[config.mk]
export PLATFORM = sky130hd
export DESIGN_NAME = axil_router
export DESIGN_NICKNAME = d
export VERILOG_FILES = /design/src/source/axil_router_pkg.sv /design/src/source/axil_router.sv /design/src/source/axil_router_rd.sv /design/src/source/axil_router_wr.sv
export SDC_FILE = /design/constraint.sdc
export NUM_CORES = 1
export LEC_CHECK = 0
export BUFFER_PORTS_ARGS = -buffer_cell sky130_fd_sc_hd__buf_2
export CAP_MARGIN = 40
export CORE_AREA = 2 2 216 218
export DETAILED_ROUTE_END_ITERATION = 8
export DIE_AREA = 0 0 218 220
export PLACE_DENSITY_LB_ADDON = 0.05
export SYNTH_ARGS = -nofsm -noshare
export SYNTH_HDL_FRONTEND = slang
export SYNTH_SLANG_ARGS = --single-unit
[constraint.sdc]
create_clock -name clk -period 3.74 [get_ports clk]
set_input_delay 0.561 -clock clk [delete_from_list [all_inputs] [get_ports clk]]
set_output_delay 0.561 -clock clk [all_outputs]
set_load 0.02 [all_outputs]
[src/source/axil_router_pkg.sv]
`default_nettype none

package axil_router_pkg;

  // Three subordinates, so select value 3 is left unmapped
  localparam int NUM_SUB     = 3;
  localparam int SEL_W       = 2;
  localparam int HOST_ADDR_W = 30;
  localparam int SUB_ADDR_W  = HOST_ADDR_W - SEL_W;
  localparam int DATA_W      = 32;
  localparam int STRB_W      = DATA_W / 8;

  typedef logic [HOST_ADDR_W-1:0] host_addr_t;
  typedef logic [SUB_ADDR_W-1:0]  sub_addr_t;
  typedef logic [DATA_W-1:0]      data_t;
  typedef logic [STRB_W-1:0]      strb_t;
  typedef logic [1:0]             resp_t;
  typedef logic [SEL_W-1:0]       sub_sel_t;

  localparam resp_t RESP_OKAY   = 2'b00;
  localparam resp_t RESP_SLVERR = 2'b10;
  localparam resp_t RESP_DECERR = 2'b11;

  typedef struct packed {
    host_addr_t addr;
  } host_aw_t;

  typedef struct packed {
    sub_addr_t addr;
  } sub_aw_t;

  typedef struct packed {
    data_t data;
    strb_t strb;
  } w_beat_t;

  typedef struct packed {
    resp_t resp;
  } b_beat_t;

  typedef struct packed {
    host_addr_t addr;
  } host_ar_t;

  typedef struct packed {
    sub_addr_t addr;
  } sub_ar_t;

  typedef struct packed {
    data_t data;
    resp_t resp;
  } r_beat_t;

  typedef enum logic [1:0] {WR_IDLE, WR_FWD, WR_RESP, WR_ERR} wr_state_t;
  typedef enum logic [1:0] {RD_IDLE, RD_FWD, RD_RESP, RD_ERR} rd_state_t;

endpackage

`default_nettype wire

[src/source/axil_router.sv]
`timescale 1ns/10ps
`default_nettype none

module axil_router
  import axil_router_pkg::*;
(
  input  wire logic                  clk,
  input  wire logic                  rst_n,

  input  wire logic                  host_awvalid,
  input  wire host_aw_t              host_aw,
  output      logic                  host_awready,
  input  wire logic                  host_wvalid,
  input  wire w_beat_t               host_w,
  output      logic                  host_wready,
  output      logic                  host_bvalid,
  output      b_beat_t               host_b,
  input  wire logic                  host_bready,

  input  wire logic                  host_arvalid,
  input  wire host_ar_t              host_ar,
  output      logic                  host_arready,
  output      logic                  host_rvalid,
  output      r_beat_t               host_r,
  input  wire logic                  host_rready,

  output      logic    [NUM_SUB-1:0] sub_awvalid,
  output      sub_aw_t [NUM_SUB-1:0] sub_aw,
  input  wire logic    [NUM_SUB-1:0] sub_awready,
  output      logic    [NUM_SUB-1:0] sub_wvalid,
  output      w_beat_t [NUM_SUB-1:0] sub_w,
  input  wire logic    [NUM_SUB-1:0] sub_wready,
  input  wire logic    [NUM_SUB-1:0] sub_bvalid,
  input  wire b_beat_t [NUM_SUB-1:0] sub_b,
  output      logic    [NUM_SUB-1:0] sub_bready,

  output      logic    [NUM_SUB-1:0] sub_arvalid,
  output      sub_ar_t [NUM_SUB-1:0] sub_ar,
  input  wire logic    [NUM_SUB-1:0] sub_arready,
  input  wire logic    [NUM_SUB-1:0] sub_rvalid,
  input  wire r_beat_t [NUM_SUB-1:0] sub_r,
  output      logic    [NUM_SUB-1:0] sub_rready
);

  // Reads and writes share nothing but the clock and reset
  axil_router_wr wr_router_i (.*);

  axil_router_rd rd_router_i (.*);

endmodule

`default_nettype wire

[src/source/axil_router_rd.sv]
`timescale 1ns/10ps
`default_nettype none

module axil_router_rd
  import axil_router_pkg::*;
(
  input  wire logic                  clk,
  input  wire logic                  rst_n,

  input  wire logic                  host_arvalid,
  input  wire host_ar_t              host_ar,
  output      logic                  host_arready,

  output      logic                  host_rvalid,
  output      r_beat_t               host_r,
  input  wire logic                  host_rready,

  output      logic    [NUM_SUB-1:0] sub_arvalid,
  output      sub_ar_t [NUM_SUB-1:0] sub_ar,
  input  wire logic    [NUM_SUB-1:0] sub_arready,

  input  wire logic    [NUM_SUB-1:0] sub_rvalid,
  input  wire r_beat_t [NUM_SUB-1:0] sub_r,
  output      logic    [NUM_SUB-1:0] sub_rready
);

  rd_state_t          state;
  sub_sel_t           sel_q;
  sub_ar_t            ar_q;

  sub_sel_t           host_sel;
  logic               host_mapped;
  logic               accept;
  logic [NUM_SUB-1:0] sel_oh;
  logic               ar_hs;

  assign host_sel    = host_ar.addr[HOST_ADDR_W-1 -: SEL_W];
  assign host_mapped = host_sel < sub_sel_t'(NUM_SUB);

  assign accept       = (state == RD_IDLE) && host_arvalid;
  assign host_arready = accept;

  always_comb begin
    for (int i = 0; i < NUM_SUB; i++) begin
      sel_oh[i] = (sel_q == sub_sel_t'(i));
      sub_ar[i] = ar_q;
    end
  end

  assign sub_arvalid = (state == RD_FWD) ? sel_oh : '0;
  assign ar_hs       = |(sub_arvalid & sub_arready);

  always_comb begin
    host_rvalid = 1'b0;
    host_r      = '{data: '0, resp: RESP_OKAY};
    sub_rready  = '0;
    case (state)
      RD_RESP: begin
        host_rvalid = |(sub_rvalid & sel_oh);
        sub_rready  = host_rready ? sel_oh : '0;
        for (int i = 0; i < NUM_SUB; i++) begin
          if (sel_oh[i]) begin
            host_r = sub_r[i];
          end
        end
      end
      // Unmapped reads get a zero data beat
      RD_ERR: begin
        host_rvalid = 1'b1;
        host_r      = '{data: '0, resp: RESP_DECERR};
      end
      default: begin
      end
    endcase
  end

  always_ff @(posedge clk) begin
    if (!rst_n) begin
      state <= RD_IDLE;
    end else begin
      case (state)
        RD_IDLE: begin
          if (accept) begin
            state <= host_mapped ? RD_FWD : RD_ERR;
          end
        end
        RD_FWD: begin
          if (ar_hs) begin
            state <= RD_RESP;
          end
        end
        RD_RESP: begin
          if (host_rvalid && host_rready) begin
            state <= RD_IDLE;
          end
        end
        RD_ERR: begin
          if (host_rready) begin
            state <= RD_IDLE;
          end
        end
        default: state <= RD_IDLE;
      endcase
    end
  end

  always_ff @(posedge clk) begin
    if (accept) begin
      sel_q     <= host_sel;
      ar_q.addr <= host_ar.addr[SUB_ADDR_W-1:0];
    end
  end

endmodule

`default_nettype wire

[src/source/axil_router_wr.sv]
`timescale 1ns/10ps
`default_nettype none

module axil_router_wr
  import axil_router_pkg::*;
(
  input  wire logic                  clk,
  input  wire logic                  rst_n,

  input  wire logic                  host_awvalid,
  input  wire host_aw_t              host_aw,
  output      logic                  host_awready,

  input  wire logic                  host_wvalid,
  input  wire w_beat_t               host_w,
  output      logic                  host_wready,

  output      logic                  host_bvalid,
  output      b_beat_t               host_b,
  input  wire logic                  host_bready,

  output      logic    [NUM_SUB-1:0] sub_awvalid,
  output      sub_aw_t [NUM_SUB-1:0] sub_aw,
  input  wire logic    [NUM_SUB-1:0] sub_awready,

  output      logic    [NUM_SUB-1:0] sub_wvalid,
  output      w_beat_t [NUM_SUB-1:0] sub_w,
  input  wire logic    [NUM_SUB-1:0] sub_wready,

  input  wire logic    [NUM_SUB-1:0] sub_bvalid,
  input  wire b_beat_t [NUM_SUB-1:0] sub_b,
  output      logic    [NUM_SUB-1:0] sub_bready
);

  wr_state_t          state;
  sub_sel_t           sel_q;
  sub_aw_t            aw_q;
  w_beat_t            w_q;
  logic               aw_done;
  logic               w_done;

  sub_sel_t           host_sel;
  logic               host_mapped;
  logic               accept;
  logic [NUM_SUB-1:0] sel_oh;
  logic               aw_hs;
  logic               w_hs;

  assign host_sel    = host_aw.addr[HOST_ADDR_W-1 -: SEL_W];
  assign host_mapped = host_sel < sub_sel_t'(NUM_SUB);

  // AW and W are taken together so the pair can never be split across transactions
  assign accept       = (state == WR_IDLE) && host_awvalid && host_wvalid;
  assign host_awready = accept;
  assign host_wready  = accept;

  always_comb begin
    for (int i = 0; i < NUM_SUB; i++) begin
      sel_oh[i] = (sel_q == sub_sel_t'(i));
      sub_aw[i] = aw_q;
      sub_w[i]  = w_q;
    end
  end

  // Each channel drops on its own handshake, in either order
  assign sub_awvalid = (state == WR_FWD && !aw_done) ? sel_oh : '0;
  assign sub_wvalid  = (state == WR_FWD && !w_done) ? sel_oh : '0;
  assign aw_hs       = |(sub_awvalid & sub_awready);
  assign w_hs        = |(sub_wvalid & sub_wready);

  always_comb begin
    host_bvalid = 1'b0;
    host_b      = '{resp: RESP_OKAY};
    sub_bready  = '0;
    case (state)
      WR_RESP: begin
        host_bvalid = |(sub_bvalid & sel_oh);
        sub_bready  = host_bready ? sel_oh : '0;
        for (int i = 0; i < NUM_SUB; i++) begin
          if (sel_oh[i]) begin
            host_b = sub_b[i];
          end
        end
      end
      WR_ERR: begin
        host_bvalid = 1'b1;
        host_b      = '{resp: RESP_DECERR};
      end
      default: begin
      end
    endcase
  end

  always_ff @(posedge clk) begin
    if (!rst_n) begin
      state   <= WR_IDLE;
      aw_done <= 1'b0;
      w_done  <= 1'b0;
    end else begin
      case (state)
        WR_IDLE: begin
          if (accept) begin
            state   <= host_mapped ? WR_FWD : WR_ERR;
            aw_done <= 1'b0;
            w_done  <= 1'b0;
          end
        end
        WR_FWD: begin
          aw_done <= aw_done | aw_hs;
          w_done  <= w_done | w_hs;
          if ((aw_done || aw_hs) && (w_done || w_hs)) begin
            state <= WR_RESP;
          end
        end
        WR_RESP: begin
          if (host_bvalid && host_bready) begin
            state <= WR_IDLE;
          end
        end
        WR_ERR: begin
          if (host_bready) begin
            state <= WR_IDLE;
          end
        end
        default: state <= WR_IDLE;
      endcase
    end
  end

  // Select bits are stripped here so the subordinate sees only its own offset
  always_ff @(posedge clk) begin
    if (accept) begin
      sel_q     <= host_sel;
      aw_q.addr <= host_aw.addr[SUB_ADDR_W-1:0];
      w_q       <= host_w;
    end
  end

endmodule

`default_nettype wire

Word-level counts from Yosys, hierarchy flattened:

Cells that the tools add are included.

* bits in registers: 102
* bits of input ports: 226

* magnitude comparators: 2
* equality and inequality tests: 18
* mux-type cells: 32
* bitwise logic cells: 7
* reduce and logical (&&, ||, !) cells: 25

Operators by type and width (number)
* $mux W34: 3
* $pmux W34 S2: 1
* $mux W2: 13
* $mux W3: 7
* $pmux W2 S4: 2
* $and A3 B3 Y3: 5
* $reduce_or A3 Y1: 5
* $eq A2 B2 Y1 const B: 6
* $ne A2 B2 Y1 const B: 5
* $eq A2 B1 Y1 const B: 4
* $logic_and A1 B1 Y1: 8
* $logic_not A2 Y1: 4
* $pmux W1 S2: 4
* $reduce_and A4 Y1: 2
* $ne A2 B1 Y1 const B: 3
* $lt A2 B2 Y1 const B: 2
* $pmux W2 S2: 1
* $logic_not A1 Y1: 2
* $logic_or A1 B1 Y1: 2
* $or A1 B1 Y1: 2
* $reduce_and A2 Y1: 1
* $reduce_bool A2 Y1: 1
* $mux W1: 1

Logic depth before layout (Yosys ltp):

* depth in word-level cells: 9
* mapped depth: 7
* gate-level depth less buffers: 5

By module:

A second synthesis with hierarchy kept.

* cells, all modules: 533
* area, all modules: 6043.3 µm²

Modules (own cells, without submodules)
* axil_router_wr: times used 1, cells each 258, area each 3417.0 µm², seq. area each 2062.0 µm²
* axil_router_rd: times used 1, cells each 275, area each 2626.3 µm², seq. area each 940.9 µm²

Worst setup path after synthesis:

OpenSTA, ideal clock, no wires.

* path type: input -> output
* from: input port host_wvalid
* to: output port host_wready
* arrival time: 2468 ps
* slack: 711 ps
* cell stages on the path: 3
* path buffers: 1
* cells stage by stage: nand3_1 -> inv_1 -> buf_4

* word-level cells in the longest chain between the ends: 1

RTL lines
* start: declaration: line axil_router.sv:13 `input wire logic host_wvalid,`
* $logic_and A1 B1 Y1: line axil_router_wr.sv:53 `assign accept = (state == WR_IDLE) && host_awvalid && host_wvalid;`
* end: declaration: line axil_router.sv:15 `output logic host_wready,`

Every way passes these cells.

==> impl_metrics.env <==
export IMPL_fin_total_pwr_mw=3.15
export IMPL_drt_total_wl_mm=25.1
export IMPL_via_per_inst=3.31
export IMPL_p_per_area_nw_per_um2=383
export IMPL_crit_buf_inv=2
export IMPL_path_max_fanout=25
export IMPL_place_hpwl_mm=21.1
export IMPL_ys_warn_count=0
export IMPL_syn_area_um2=5800
export IMPL_vias=4969
export IMPL_critPathCaptureType="output pin"
export IMPL_wl_per_cell_um=16.7
export IMPL_crit_chain="buf_4, mux2i_1, nor2_1, a21oi_1, nor2_1, buf_2"
export IMPL_synth_area_leader_cell="edfxtp_1"
export IMPL_synth_top_cell_area_share_pct=49.7
export IMPL_cts_setup_buffers=0
export IMPL_clock_sinks=102
export IMPL_numCtsBuffers=9
export IMPL_cellLeakagePower_nw=3.95
export IMPL_core_rowCount=79
export IMPL_maxCapViolations=0
export IMPL_fin_skew_ns=0.00858
export IMPL_cts_resized_gates=0
export IMPL_worst_pin_slew_ns=0.653
export IMPL_synthDistinctLibCells=40
export IMPL_critical_path_top_delay_family="flip-flops"
export IMPL_drtIter0Drc=195
export IMPL_crit_path_start_kind="flip-flop"
export IMPL_start_util_pct=12.6
export IMPL_period_share_pct=75.5
export IMPL_die_area_um2=48000
export IMPL_port_buffers=557
export IMPL_synth_area_top_cells="edfxtp_1 50%, buf_4 24%, mux2i_1 6.6%"
export IMPL_grt_overflow=0
export IMPL_grt_pass1_wl_mm=33.0
export IMPL_vdd_drop_max_uv=225
export IMPL_synth_edf_count=96
export IMPL_hold_class="input pin to flip-flop"
export IMPL_synth_main_ff_cell="edfxtp_1"
export IMPL_cts_hold_buf=0
export IMPL_antenna_found_initial=4
export IMPL_die_h_um=220
export IMPL_boundaryPins=558
export IMPL_setup_tns_ns=0
export IMPL_synthCells=518
export IMPL_cpMostUsedCell="nor2_1"
export IMPL_slowest_delay_ns=0.75
export IMPL_cts_max_level=3
export IMPL_critPathSlowestCell="edfxtp_1"
export IMPL_final_area_um2=8220
export IMPL_synth_seq_area_share_pct=51.8
export IMPL_finalSetupViolCount=0
export IMPL_rsz0062_at_grt="false"
export IMPL_cts_tree="done"
export IMPL_ys_ff_latch=102
export IMPL_drc_errors=0
export IMPL_nNetsFinal=1114
export IMPL_grt_pass1_vias=4700
export IMPL_die_w_um=218
export IMPL_slew_violations=0
export IMPL_outcome="completed"
export IMPL_relSlewSlack_pct=56.4
export IMPL_cp_required_ns=3.18
export IMPL_firstDrtPassIters=5
export IMPL_cts_buffer_depth=2
export IMPL_finalHoldViolCount=0
export IMPL_clock_root_buffer="clkbuf_16"
export IMPL_antenna_left=0
export IMPL_postPlaceCellArea_um2=7940
export IMPL_clk_latency_ns=0.39
export IMPL_grt_start_max_net_pins=38
export IMPL_synth_nets=744
export IMPL_path_clk_slew_ns=0.08
export IMPL_core_um2=45900
export IMPL_path_class="flip-flop to output pin"
export IMPL_arrival_ns=2.26
export IMPL_syn_to_final_growth_pct=41.7
export IMPL_drive_gt1_share_pct=66.3
export IMPL_synth_area_per_cell_um2=11.2
export IMPL_post_route_min_period_ns=2.82
export IMPL_gp_congestion=0.719
export IMPL_max_freq_mhz=354
export IMPL_synth_async_reset_ratio_pct=0
export IMPL_grt_usage_pct=9.79
[metal layers]
| metal | wire, um | up-vias | GRT usage (%) | part of all wire [%] |
|---|---|---|---|---|
| li1 | - | 2337 | - | - |
| met1 | 8940 | 2298 | 9.72 | 36 |
| met2 | 13600 | 314 | 18.7 | 54 |
| met3 | 2170 | 16 | 3.80 | 8.6 |
| met4 | 287 | 4 | 2.86 | 1.1 |
| met5 | 27 | - | 0 | 0.11 |
[sequential cells by signal, summed over array words and instances (netlist names)]
signal,count
wr_router_i.sub_w,36
rd_router_i.ar_q,28
wr_router_i.aw_q,28
rd_router_i.sel_q,2
rd_router_i.state,2
wr_router_i.sel_q,2
wr_router_i.state,2
wr_router_i.aw_done,1
wr_router_i.w_done,1
[final cells by class]
type	count	area (um2)
fill	5208	37600
sequential	102	3000
timing repair buffer	566	2870
multi-input combinational	205	1290
tap	607	759
clock buffer	10	229
clock inverter	6	45.0
inverter	4	15.0
antenna	2	5.00
[power by group]
group | leakage (nW) | switching (mW) | total [mW] | internal, mW
Sequential | 0.948 | 0.0751 | 1.41 | 1.34
Clock | 0.132 | 0.473 | 0.929 | 0.456
Combinational | 2.87 | 0.512 | 0.810 | 0.297
[cell families after synthesis]
kind of cell	share of synthesized area (%)
AOI/OAI and AO/OA	6.13
muxes	7.21
DFF	51.8
buffers and inverters	26.1
and+or+nand+nor	8.78
[Yosys cell counts (all sizes together) (2+ instances only)]
| cell | number |
|---|---|
| nor4b | 2 |
| a221oi | 2 |
| nor3b | 3 |
| clkbuf | 9 |
| nor2 | 76 |
| nor3 | 4 |
| o21ai | 4 |
| nand3b | 4 |
| nand2b | 5 |
| mux2 | 3 |
| and2 | 4 |
| nor4 | 2 |
| edfxtp | 96 |
| a21oi | 38 |
| mux2i | 38 |
| nand2 | 2 |
| a222oi | 2 |
| o21a | 2 |
| o31a | 2 |
| inv | 4 |
| dfxtp | 6 |
| buf | 198 |
[cell usage in the layout (no fill, tap or decap), drive strengths merged, types with 2 or more instances in the layout]
cell type	synthesis	routed
mux2	3	3
and2	4	4
nand2	2	2
a221oi	2	2
clkinv	0	3
diode	0	2
o21ai	4	4
edfxtp	96	96
o21a	2	2
a21oi	38	38
clkbuf	9	10
buf	198	566
nor4	2	2
mux2i	38	38
o31a	2	2
dfxtp	6	6
nand2b	5	5
nor2	76	76
nand3b	4	4
nor4b	2	2
nor3b	3	3
a222oi	2	2
nor3	4	4
inv	4	6
[through the flow]
step	setup WS [ns]	utilization (%)	hold slack, ns	instances
3_5_place_dp	1.31	17.3	0.674	1484
2_1_floorplan	0.711	-	0.582	518
5_1_grt	0.691	17.9	0.308	1500
4_1_cts	0.850	17.9	0.307	1500
6_report	0.917	17.9	0.345	1502
3_3_place_gp	1.28	17.3	0.694	1484
[final timing paths]
kind,to,start,slack (ns),cells after the start
setup reg to reg,rd_router_i.state[0],rd_router_i.sel_q[0],1.69,5
hold reg to reg,wr_router_i.aw_done,wr_router_i.aw_done,0.67,2
hold / removal,wr_router_i.aw_q[27],host_aw[27],0.35,1
setup / recovery,host_r[3],rd_router_i.sel_q[0],0.92,6
(Power assumes the default switching activity.)
